--- src/design/vga_pkg.sv ---
`default_nettype none

package vga_pkg;

  // Pixel colour packed as BBGGRR, two bits per channel
  typedef logic [5:0] rgb_t;

  // Pixel or line position, wide enough for the full 800x525 frame
  typedef logic [9:0] pos_t;

  // Default 640x480 geometry, used as the top-level parameter defaults
  localparam int H_VIEW  = 640;
  localparam int H_TOTAL = 800;
  localparam int V_VIEW  = 480;
  localparam int V_TOTAL = 525;

  // Sync pulse placement for the default geometry
  localparam int H_SYNC_START = 656;
  localparam int H_SYNC_WIDTH = 96;
  localparam int V_SYNC_START = 490;
  localparam int V_SYNC_WIDTH = 2;

endpackage

`default_nettype wire

--- src/design/flash_pkg.sv ---
`default_nettype none

package flash_pkg;

  // Quad output fast read, data comes back on io[3:0] after 8 dummy clocks
  localparam logic [7:0] FLASH_CMD = 8'h6B;

  // Preamble lengths in sclk cycles
  localparam int CMD_LEN      = 8;
  localparam int ADDR_LEN     = 24;
  localparam int DUMMY_LEN    = 8;
  localparam int PREAMBLE_LEN = CMD_LEN + ADDR_LEN + DUMMY_LEN;

  // One slice is 64 texels of one byte each, read as two nibbles per texel
  localparam int TEXEL_COUNT = 64;
  localparam int READ_LEN    = TEXEL_COUNT * 2;
  localparam int STREAM_LEN  = PREAMBLE_LEN + READ_LEN;

  // A slice is 64 bytes, so the slice address sits at address bit 6 and up
  localparam int SLICE_SHIFT = 6;

  // Texel index within one slice
  typedef logic [5:0] texu_t;

  // Wall id, 0 means no wall on this line
  typedef logic [1:0] wall_id_t;

  // Slice address is {wall id - 1, side, texu}, sent as address bits 14 to 6
  typedef logic [8:0] slice_addr_t;

endpackage

`default_nettype wire

--- src/design/vga_timing.sv ---
`default_nettype none

module vga_timing
  import vga_pkg::*;
#(
  parameter int H_VIEW  = vga_pkg::H_VIEW,
  parameter int H_TOTAL = vga_pkg::H_TOTAL,
  parameter int V_VIEW  = vga_pkg::V_VIEW,
  parameter int V_TOTAL = vga_pkg::V_TOTAL
) (
  input  logic clk,
  input  logic reset,
  output pos_t o_hpos,
  output pos_t o_vpos,
  output logic o_hsync_n,
  output logic o_vsync_n,
  output logic o_visible,
  output logic o_line_end,
  output logic o_frame_end
);

  // Front porch lengths of the default mode, kept when the geometry shrinks
  localparam int H_FRONT = vga_pkg::H_SYNC_START - vga_pkg::H_VIEW;
  localparam int V_FRONT = vga_pkg::V_SYNC_START - vga_pkg::V_VIEW;

  // If porch and pulse do not fit in the blank, the pulse starts right at the view end
  localparam int HS_BEG = (H_VIEW + H_FRONT + H_SYNC_WIDTH <= H_TOTAL) ?
                          H_VIEW + H_FRONT : H_VIEW;
  localparam int HS_END = (HS_BEG + H_SYNC_WIDTH <= H_TOTAL) ? HS_BEG + H_SYNC_WIDTH : H_TOTAL;
  localparam int VS_BEG = (V_VIEW + V_FRONT + V_SYNC_WIDTH <= V_TOTAL) ?
                          V_VIEW + V_FRONT : V_VIEW;
  localparam int VS_END = (VS_BEG + V_SYNC_WIDTH <= V_TOTAL) ? VS_BEG + V_SYNC_WIDTH : V_TOTAL;

  pos_t hpos;
  pos_t vpos;
  logic line_end;

  assign line_end = (hpos == pos_t'(H_TOTAL - 1));

  // Pixel counter wraps every line, line counter wraps every frame
  always_ff @(posedge clk) begin
    if (!reset) begin
      hpos <= '0;
      vpos <= '0;
    end else if (line_end) begin
      hpos <= '0;
      vpos <= (vpos == pos_t'(V_TOTAL - 1)) ? '0 : vpos + 1'b1;
    end else begin
      hpos <= hpos + 1'b1;
    end
  end

  assign o_hpos     = hpos;
  assign o_vpos     = vpos;
  assign o_line_end = line_end;

  // Both sync pulses are active low
  assign o_hsync_n = !((hpos >= pos_t'(HS_BEG)) && (hpos < pos_t'(HS_END)));
  assign o_vsync_n = !((vpos >= pos_t'(VS_BEG)) && (vpos < pos_t'(VS_END)));
  assign o_visible = (hpos < pos_t'(H_VIEW)) && (vpos < pos_t'(V_VIEW));

  // Last pixel of the last visible line, where new register values may load
  assign o_frame_end = line_end && (vpos == pos_t'(V_VIEW - 1));

endmodule

`default_nettype wire

--- src/design/apb_regs.sv ---
`default_nettype none

module apb_regs
  import vga_pkg::*;
  import flash_pkg::*;
(
  input  logic        clk,
  input  logic        reset,
  input  logic        i_psel,
  input  logic        i_penable,
  input  logic        i_pwrite,
  input  logic [2:0]  i_paddr,
  input  logic [15:0] i_pwdata,
  output logic [15:0] o_prdata,
  input  logic        i_frame_end,
  output rgb_t        o_sky,
  output rgb_t        o_floor,
  output wall_id_t    o_wall_id,
  output logic        o_side,
  output texu_t       o_texu,
  output pos_t        o_size,
  output logic [15:0] o_texa,
  output logic [5:0]  o_vshift
);

  // Pending copy, written by the host at any time
  rgb_t        p_sky;
  rgb_t        p_floor;
  wall_id_t    p_wall_id;
  logic        p_side;
  texu_t       p_texu;
  pos_t        p_size;
  logic [15:0] p_texa;
  logic [5:0]  p_vshift;
  logic        wr;

  // APB transfers complete in the access phase without wait states
  assign wr = i_psel && i_penable && i_pwrite;

  always_ff @(posedge clk) begin
    if (!reset) begin
      p_sky     <= '0;
      p_floor   <= '0;
      p_wall_id <= '0;
      p_side    <= 1'b0;
      p_texu    <= '0;
      p_size    <= '0;
      p_texa    <= '0;
      p_vshift  <= '0;
    end else if (wr) begin
      case (i_paddr)
        3'd0: p_sky <= i_pwdata[5:0];
        3'd1: p_floor <= i_pwdata[5:0];
        3'd2: {p_wall_id, p_side, p_texu} <= i_pwdata[8:0];
        3'd3: p_size <= i_pwdata[9:0];
        3'd4: p_texa <= i_pwdata;
        3'd5: p_vshift <= i_pwdata[5:0];
        default: ;
      endcase
    end
  end

  // Reads see the pending copy, so a write is visible before it takes effect
  always_comb begin
    o_prdata = '0;
    case (i_paddr)
      3'd0: o_prdata[5:0] = p_sky;
      3'd1: o_prdata[5:0] = p_floor;
      3'd2: o_prdata[8:0] = {p_wall_id, p_side, p_texu};
      3'd3: o_prdata[9:0] = p_size;
      3'd4: o_prdata = p_texa;
      3'd5: o_prdata[5:0] = p_vshift;
      default: o_prdata = '0;
    endcase
  end

  // Active copy only changes between frames, so no frame shows a mix of old and new
  always_ff @(posedge clk) begin
    if (!reset) begin
      o_sky     <= '0;
      o_floor   <= '0;
      o_wall_id <= '0;
      o_side    <= 1'b0;
      o_texu    <= '0;
      o_size    <= '0;
      o_texa    <= '0;
      o_vshift  <= '0;
    end else if (i_frame_end) begin
      o_sky     <= p_sky;
      o_floor   <= p_floor;
      o_wall_id <= p_wall_id;
      o_side    <= p_side;
      o_texu    <= p_texu;
      o_size    <= p_size;
      o_texa    <= p_texa;
      o_vshift  <= p_vshift;
    end
  end

endmodule

`default_nettype wire

--- src/design/tex_fetch.sv ---
`default_nettype none

module tex_fetch
  import vga_pkg::*;
  import flash_pkg::*;
#(
  parameter int H_VIEW = vga_pkg::H_VIEW
) (
  input  logic       clk,
  input  logic       reset,
  input  pos_t       i_hpos,
  input  wall_id_t   i_wall_id,
  input  logic       i_side,
  input  texu_t      i_texu,
  output logic       o_tex_csb,
  output logic       o_tex_sclk,
  output logic       o_tex_out0,
  output logic       o_tex_oeb0,
  input  logic [3:0] i_tex_in,
  output logic       o_wr_en,
  output texu_t      o_wr_idx,
  output rgb_t       o_wr_texel
);

  // The preamble ends exactly where the visible part of the line ends
  localparam pos_t READ_START = pos_t'(H_VIEW - PREAMBLE_LEN);

  pos_t                state;
  slice_addr_t         slice_addr;
  logic [ADDR_LEN-1:0] flash_addr;
  logic [4:0]          addr_bit;
  logic [6:0]          nibble;
  logic                active;
  logic                data_present;
  logic [2:0]          lo_bits;
  logic                lo_valid;

  // Fetch state follows hpos, it wraps far above the stream length outside the window
  assign state        = i_hpos - READ_START;
  assign active       = (state < pos_t'(STREAM_LEN));
  assign data_present = active && (state >= pos_t'(PREAMBLE_LEN));
  assign nibble       = 7'(state - pos_t'(PREAMBLE_LEN));

  // Wall ids start at 1 while slices in the flash start at 0
  assign slice_addr = {wall_id_t'(i_wall_id - 1'b1), i_side, i_texu};
  assign flash_addr = ADDR_LEN'(slice_addr) << SLICE_SHIFT;
  assign addr_bit   = 5'(pos_t'(CMD_LEN + ADDR_LEN - 1) - state);

  // Chip select spans the whole stream and sclk only toggles while selected
  assign o_tex_csb  = !active;
  // Inverted clk lets io0 settle on rising clk before the flash samples it
  assign o_tex_sclk = ~clk & active;

  // Command then address go out MSB first, io0 turns around at the dummy phase
  always_comb begin
    if (state < pos_t'(CMD_LEN)) begin
      // Bit 7 minus state, which for three bits is the inverted state
      o_tex_out0 = FLASH_CMD[~state[2:0]];
    end else if (state < pos_t'(CMD_LEN + ADDR_LEN)) begin
      o_tex_out0 = flash_addr[addr_bit];
    end else begin
      o_tex_out0 = 1'b0;
    end
  end

  assign o_tex_oeb0 = active && (state >= pos_t'(CMD_LEN + ADDR_LEN));

  // Even nibble holds the low bit of R, G and B on io0 to io2, io3 is unused
  always_ff @(posedge clk) begin
    if (data_present && !nibble[0]) begin
      lo_bits <= i_tex_in[2:0];
    end
  end

  // Tracks that a low half is waiting for its odd nibble
  always_ff @(posedge clk) begin
    if (!reset) begin
      lo_valid <= 1'b0;
    end else if (data_present) begin
      lo_valid <= !nibble[0];
    end
  end

  // Odd nibble completes the texel, it is written in the same cycle
  assign o_wr_en    = data_present && nibble[0] && lo_valid;
  assign o_wr_idx   = nibble[6:1];
  assign o_wr_texel = {i_tex_in[2], lo_bits[2], i_tex_in[1], lo_bits[1],
                       i_tex_in[0], lo_bits[0]};

endmodule

`default_nettype wire

--- src/design/texel_buffer.sv ---
`default_nettype none

module texel_buffer
  import vga_pkg::*;
  import flash_pkg::*;
(
  input  logic  clk,
  input  logic  reset,
  input  logic  i_wr_en,
  input  texu_t i_wr_idx,
  input  rgb_t  i_wr_texel,
  input  texu_t i_rd_idx,
  output rgb_t  o_rd_texel
);

  // One wall slice, filled at the end of a line and shown on the next
  rgb_t mem [TEXEL_COUNT];

  // No texel is stored while the design is held in reset
  always_ff @(posedge clk) begin
    if (reset && i_wr_en) begin
      mem[i_wr_idx] <= i_wr_texel;
    end
  end

  // Asynchronous read so the shader gets the texel in the pixel's own cycle
  assign o_rd_texel = mem[i_rd_idx];

endmodule

`default_nettype wire

--- src/design/wall_shader.sv ---
`default_nettype none

module wall_shader
  import vga_pkg::*;
  import flash_pkg::*;
#(
  parameter int H_VIEW = vga_pkg::H_VIEW
) (
  input  logic        clk,
  input  logic        reset,
  input  pos_t        i_hpos,
  input  logic        i_visible,
  input  logic        i_line_end,
  input  wall_id_t    i_wall_id,
  input  pos_t        i_size,
  input  logic [15:0] i_texa,
  input  logic [5:0]  i_vshift,
  input  rgb_t        i_sky,
  input  rgb_t        i_floor,
  output texu_t       o_rd_idx,
  input  rgb_t        i_rd_texel,
  output rgb_t        o_rgb
);

  // Centre of the line, the wall span is symmetric around it
  localparam int HALF = H_VIEW / 2;

  logic [15:0] tex_acc;
  logic [10:0] hpos_ext;
  logic [10:0] size_ext;
  logic        in_span;

  // Accumulator holds hpos times texa, truncated to 16 bits
  always_ff @(posedge clk) begin
    if (!reset || i_line_end) begin
      tex_acc <= '0;
    end else begin
      tex_acc <= tex_acc + i_texa;
    end
  end

  // Integer part above bit 10 plus the v-shift, wrapping inside the slice
  assign o_rd_idx = texu_t'(tex_acc[15:10] + i_vshift);

  // One extra bit so half-size may exceed the centre without underflow
  assign hpos_ext = {1'b0, i_hpos};
  assign size_ext = {1'b0, i_size};
  assign in_span  = (i_wall_id != '0) &&
                    (hpos_ext + size_ext >= 11'(HALF)) &&
                    (hpos_ext < 11'(HALF) + size_ext);

  // Floor fills the left half and sky the right half around the wall
  always_comb begin
    if (!i_visible) begin
      o_rgb = '0;
    end else if (in_span) begin
      o_rgb = i_rd_texel;
    end else if (i_hpos < pos_t'(HALF)) begin
      o_rgb = i_floor;
    end else begin
      o_rgb = i_sky;
    end
  end

endmodule

`default_nettype wire

--- src/design/raycast_line.sv ---
`default_nettype none

module raycast_line
  import vga_pkg::*;
  import flash_pkg::*;
#(
  // H_TOTAL must leave at least 128 pixels of blank for the slice read
  parameter int H_VIEW  = vga_pkg::H_VIEW,
  parameter int H_TOTAL = vga_pkg::H_TOTAL,
  parameter int V_VIEW  = vga_pkg::V_VIEW,
  parameter int V_TOTAL = vga_pkg::V_TOTAL
) (
  input  logic        clk,
  input  logic        reset,
  input  logic        i_psel,
  input  logic        i_penable,
  input  logic        i_pwrite,
  input  logic [2:0]  i_paddr,
  input  logic [15:0] i_pwdata,
  output logic [15:0] o_prdata,
  output logic        o_tex_csb,
  output logic        o_tex_sclk,
  output logic        o_tex_out0,
  output logic        o_tex_oeb0,
  input  logic [3:0]  i_tex_in,
  output logic        o_hsync_n,
  output logic        o_vsync_n,
  output logic        o_hblank,
  output logic        o_vblank,
  output rgb_t        o_rgb
);

  pos_t        hpos;
  pos_t        vpos;
  logic        visible;
  logic        line_end;
  logic        frame_end;
  rgb_t        sky;
  rgb_t        floor_rgb;
  wall_id_t    wall_id;
  logic        side;
  texu_t       texu;
  pos_t        size;
  logic [15:0] texa;
  logic [5:0]  vshift;
  logic        wr_en;
  texu_t       wr_idx;
  rgb_t        wr_texel;
  texu_t       rd_idx;
  rgb_t        rd_texel;

  // Blanking per axis, together they are the inverse of visible
  assign o_hblank = (hpos >= pos_t'(H_VIEW));
  assign o_vblank = (vpos >= pos_t'(V_VIEW));

  vga_timing #(
    .H_VIEW (H_VIEW),
    .H_TOTAL(H_TOTAL),
    .V_VIEW (V_VIEW),
    .V_TOTAL(V_TOTAL)
  ) u_timing (
    .clk        (clk),
    .reset      (reset),
    .o_hpos     (hpos),
    .o_vpos     (vpos),
    .o_hsync_n  (o_hsync_n),
    .o_vsync_n  (o_vsync_n),
    .o_visible  (visible),
    .o_line_end (line_end),
    .o_frame_end(frame_end)
  );

  // Host registers, the active set loads on the visible frame end
  apb_regs u_regs (
    .clk        (clk),
    .reset      (reset),
    .i_psel     (i_psel),
    .i_penable  (i_penable),
    .i_pwrite   (i_pwrite),
    .i_paddr    (i_paddr),
    .i_pwdata   (i_pwdata),
    .o_prdata   (o_prdata),
    .i_frame_end(frame_end),
    .o_sky      (sky),
    .o_floor    (floor_rgb),
    .o_wall_id  (wall_id),
    .o_side     (side),
    .o_texu     (texu),
    .o_size     (size),
    .o_texa     (texa),
    .o_vshift   (vshift)
  );

  // Reads the next line's slice during the horizontal blank
  tex_fetch #(
    .H_VIEW(H_VIEW)
  ) u_fetch (
    .clk       (clk),
    .reset     (reset),
    .i_hpos    (hpos),
    .i_wall_id (wall_id),
    .i_side    (side),
    .i_texu    (texu),
    .o_tex_csb (o_tex_csb),
    .o_tex_sclk(o_tex_sclk),
    .o_tex_out0(o_tex_out0),
    .o_tex_oeb0(o_tex_oeb0),
    .i_tex_in  (i_tex_in),
    .o_wr_en   (wr_en),
    .o_wr_idx  (wr_idx),
    .o_wr_texel(wr_texel)
  );

  texel_buffer u_buffer (
    .clk       (clk),
    .reset     (reset),
    .i_wr_en   (wr_en),
    .i_wr_idx  (wr_idx),
    .i_wr_texel(wr_texel),
    .i_rd_idx  (rd_idx),
    .o_rd_texel(rd_texel)
  );

  wall_shader #(
    .H_VIEW(H_VIEW)
  ) u_shader (
    .clk       (clk),
    .reset     (reset),
    .i_hpos    (hpos),
    .i_visible (visible),
    .i_line_end(line_end),
    .i_wall_id (wall_id),
    .i_size    (size),
    .i_texa    (texa),
    .i_vshift  (vshift),
    .i_sky     (sky),
    .i_floor   (floor_rgb),
    .o_rd_idx  (rd_idx),
    .i_rd_texel(rd_texel),
    .o_rgb     (o_rgb)
  );

endmodule

`default_nettype wire

--- config.mk ---
export PLATFORM = sky130hd
export DESIGN_NAME = raycast_line
export DESIGN_NICKNAME = d
export VERILOG_FILES = /design/src/design/vga_pkg.sv /design/src/design/flash_pkg.sv /design/src/design/vga_timing.sv /design/src/design/apb_regs.sv /design/src/design/tex_fetch.sv /design/src/design/texel_buffer.sv /design/src/design/wall_shader.sv /design/src/design/raycast_line.sv
export SDC_FILE = /design/constraint.sdc
export NUM_CORES = 1
export LEC_CHECK = 0
export ABC_AREA = 1
export BUFFER_PORTS_ARGS = -buffer_cell sky130_fd_sc_hd__buf_2
export CAP_MARGIN = 20
export CORE_UTILIZATION = 40
export CTS_CLUSTER_DIAMETER = 200
export CTS_CLUSTER_SIZE = 14
export DETAILED_ROUTE_END_ITERATION = 10
export PLACE_DENSITY = 0.57
export RECOVER_POWER = 25
export REMOVE_ABC_BUFFERS = 1
export SLEW_MARGIN = 15
export SYNTH_ARGS = -nofsm -noshare
export SYNTH_HDL_FRONTEND = slang
export SYNTH_HIERARCHICAL = 1
export SYNTH_SLANG_ARGS = --single-unit
--- constraint.sdc ---
create_clock -name clk -period 4.75 [get_ports clk]
set_clock_uncertainty 0.15 [all_clocks]
set_input_delay 0.475 -clock clk [delete_from_list [all_inputs] [get_ports clk]]
set_output_delay 0.475 -clock clk [all_outputs]
set_load 0.005 [all_outputs]
==> impl_metrics.py <==
metrics = {
    "run_status": {
        "outcome": "finished with violations",
        "violations": "max-capacitance violations, max-slew violations",
    },
    "routing": {
        "route.detailed.drc": 0,
        "vias_per_cell": 5.204,
        "wl_um": 60970,
        "drt.antenna.violating_nets": 0,
        "firstDrtPassIters": 5,
        "wl_per_cell_um": 17.55,
        "drt-initial-drc-count": 1277,
        "num_vias": 18090,
    },
    "power_and_ir_drop": {
        "cellPowerDensity_mw_per_mm2": 319.7,
        "power_mw": 8.515,
        "ir_drop_mv": 0.2411,
        "p_leak_nw": 10.40,
    },
    "floorplan": {
        "start_util_pct": 40.36,
        "core_area_mm2": 0.06025,
        "num_rows": 90,
        "fp.dieW_um": 248.6,
        "pin_count": 58,
        "die_y_um": 248.6,
        "dieArea_mm2": 0.06178,
    },
    "timing": {
        "hold_viol_final": 0,
        "slew_headroom_pct": -125.3,
        "slew_viol_final": 263,
        "finalSetupTns_ns": 0,
        "fin_crit_sh_pct": 96.77,
        "finalCriticalPeriod_ns": 4.596,
        "tightest_slew_ns": 3.379,
        "setup_viol": 0,
        "max_freq_mhz": 217.6,
        "grt_setup_unrepaired": "no",
    },
    "global_routing": {
        "grt_pass1_wl_um": 96520,
        "grt.total_usage_pct": 19.83,
        "antenna_found_initial": 0,
        "grt_pass1_vias": 17340,
        "grt_max_degree": 193,
        "overflow": 0,
    },
    "yosys": {
        "yosysTopAreaCellShare_pct": 47.79,
        "yosys.area.top_type": "edfxtp_1",
        "synthSimpleGateAreaFrac_pct": 27.93,
        "async_flop_share_pct": 0,
        "avgSynthCellArea_um2": 9.155,
        "synth-seq-cells": 530,
        "synth_edf_count": 387,
        "yosysSeqAreaShare_pct": 59.57,
        "muxShareOfSynthArea_pct": 0.2470,
        "synth_xor_area_share_pct": 0.4322,
        "synth_cells": 2656,
        "synth_ff_type": "edfxtp_1",
        "synthTopCellsByCount": "nand2_1, nand3_1, edfxtp_1",
        "ys_warn_count": 6,
        "synth-compound-area-share_pct": 3.839,
        "yosysMostFrequentCell": "nand2_1",
        "synthAdderAreaFrac_pct": 2.717,
        "synth_top_family_by_area": "simple AND/OR/NAND/NOR gates",
        "synth_area_mm2": 0.02432,
        "ys_types": 48,
        "synth.area.top_cells": "edfxtp_1, dfxtp_1, nand2_1",
    },
    "cells_and_area": {
        "fin_cells": 3475,
        "multi_input_area_mm2": 0.008571,
        "regArea_mm2": 0.01448,
        "fillCellCount": 5849,
        "drive_above_1_share_pct": 7.167,
        "final_area_mm2": 0.02663,
        "nets": 2760,
        "diodes": 0,
        "fin_util_pct": 44.21,
        "area_growth_pct": 9.535,
    },
    "min_path": {
        "min_path_type": "primary input to register",
    },
    "place": {
        "gp_congestion": 0.8862,
        "dp_cells": 3405,
        "place_area_mm2": 0.02531,
        "io_buffer_count": 56,
        "dpl.hpwl_um": 37980,
    },
    "worst_setup_path": {
        "crit_path_end_kind": "output port",
        "path_class": "register to output port",
        "max_stage_delay_ns": 0.59,
        "cp_max_fo": 48,
        "path_cells": "ha_4 > inv_1 > fa_1 > xnor2_2 > buf_4 > nand3_1 > nand2_1 > nand2_1 > nand3_1 > nand3_1 > nand2_1 > nor2_1 > nor2_1 > buf_2",
        "cpMaxStageDelayCell": "buf_4",
        "critPathLaunchType": "register",
        "crit_required_ns": 4.12,
        "critical_path_arrival_ns": 3.97,
    },
    "clock_network": {
        "clk_latency_ns": 0.70,
        "clk_pin_slew_ns": 0.07,
        "cts_tree": "done",
    },
    "flow_run": {
        "max_cap_viol_count": 4,
    },
}
[registers in the layout, summed over array words and instances, names as in the netlist, 10 cells and up]
register	count
u_regs/p_texa	16
u_buffer/mem	384
u_timing/o_vpos	10
u_regs/o_texa	16
u_regs/p_size	10
u_shader/tex_acc	16
u_regs/o_size	10
u_timing/o_hpos	10
[worst paths after layout]
| kind | startpoint | endpoint | slack, ns | cells after the start |
|---|---|---|---|---|
| min reg2reg | u_fetch/lo_valid$_SDFFE_PN0N_ | u_fetch/lo_valid$_SDFFE_PN0N_ | 0.32 | 2 |
| max reg2reg | u_timing/o_hpos[3]$_SDFF_PP0_ | u_buffer/mem[51][1]$_DFFE_PP_ | 0.89 | 14 |
| max | u_shader/tex_acc[10]$_SDFF_PP0_ | o_rgb[5] | 0.15 | 14 |
| min | i_pwdata[0] | u_regs/p_vshift[0]$_SDFFE_PN0P_ | 0.07 | 5 |
[final cells by class]
cell class                      count  area share, %
Inverter                          156          2.222
Clock buffer                       58          4.533
Multi-Input combinational cell   1837          32.18
Clock inverter                      3         0.1973
Timing Repair Buffer              109          2.814
Sequential cell                   530          54.38
Tap cell                          782          3.674
[worst max-delay path, delay by kind of cell (launching register included)]
| family | cells | cell delay, ns |
|---|---|---|
| simple gates | 8 | 1.20 |
| buf+inv | 3 | 0.82 |
| fa+ha+maj | 2 | 0.57 |
| flops | 1 | 0.39 |
| xor+xnor | 1 | 0.26 |
[power breakdown]
group          switching, mW  internal (mW)  total (mW)  leakage (nW)
logic                  0.120         0.0412       0.161          5.15
registers             0.0157           4.94        4.95          4.63
clock network           1.63           1.77        3.40         0.617
[cell families (layout without fill, tap and decap cells)]
| group | Yosys count | in the layout |
|---|---|---|
| AND/OR/NAND/NOR | 1597 | 1597 |
| flip-flops | 530 | 530 |
| buffers and inverters | 289 | 326 |
| AO/OA/AOI/OAI | 171 | 171 |
| adder cells (fa/ha/maj) | 51 | 51 |
| XOR/XNOR | 12 | 12 |
| multiplexers | 6 | 6 |
[layer usage]
layer | part of all wire [%] | global-route usage (%) | wire [um]
met1 | 45 | 27.35 | 27650
met2 | 47 | 32.37 | 28390
met3 | 5.6 | 2.429 | 3415
met4 | 2.5 | 6.655 | 1516
met5 | 0 | 0 | 0
[timing repair]
| item | 4_1_cts | 5_1_grt |
|---|---|---|
| hold endpoints to repair | 17 | 0 |
| gates resized for setup | 0 | 1 |
| hold buffers | 10 | 0 |
| setup endpoints to repair | 0 | 1 |
| setup buffers | 0 | 0 |
[stage by stage]
stage / hold WS (ns) / worst slack [ns]
after global routing: 0.07621 / 0.01901
after CTS: 0.02590 / 0.1707
final: 0.07032 / 0.1535
after global placement: 0.3058 / 0.9683
after detailed placement: 0.3081 / 0.9320
after floorplan: 0.2942 / -2.878
[placed cells by master, fill, tap and decap left out, types with 4 or more instances in the layout]
cell	instances
o21ai_1	4
inv_1	145
a21oi_1	59
mux2i_1	6
buf_4	35
dfxtp_1	143
o21bai_1	5
buf_2	53
clkbuf_1	17
ha_1	47
nand3_2	5
clkbuf_16	46
inv_2	7
nand3_1	425
nand4_1	30
nor3_1	8
edfxtp_1	387
buf_12	5
dlygate4sd3_1	10
nor2_1	346
xor2_1	7
nand2_2	7
o21ai_0	82
nand2_1	748
nor2_2	11
No activity file was read; power rests on OpenSTA's default activity.
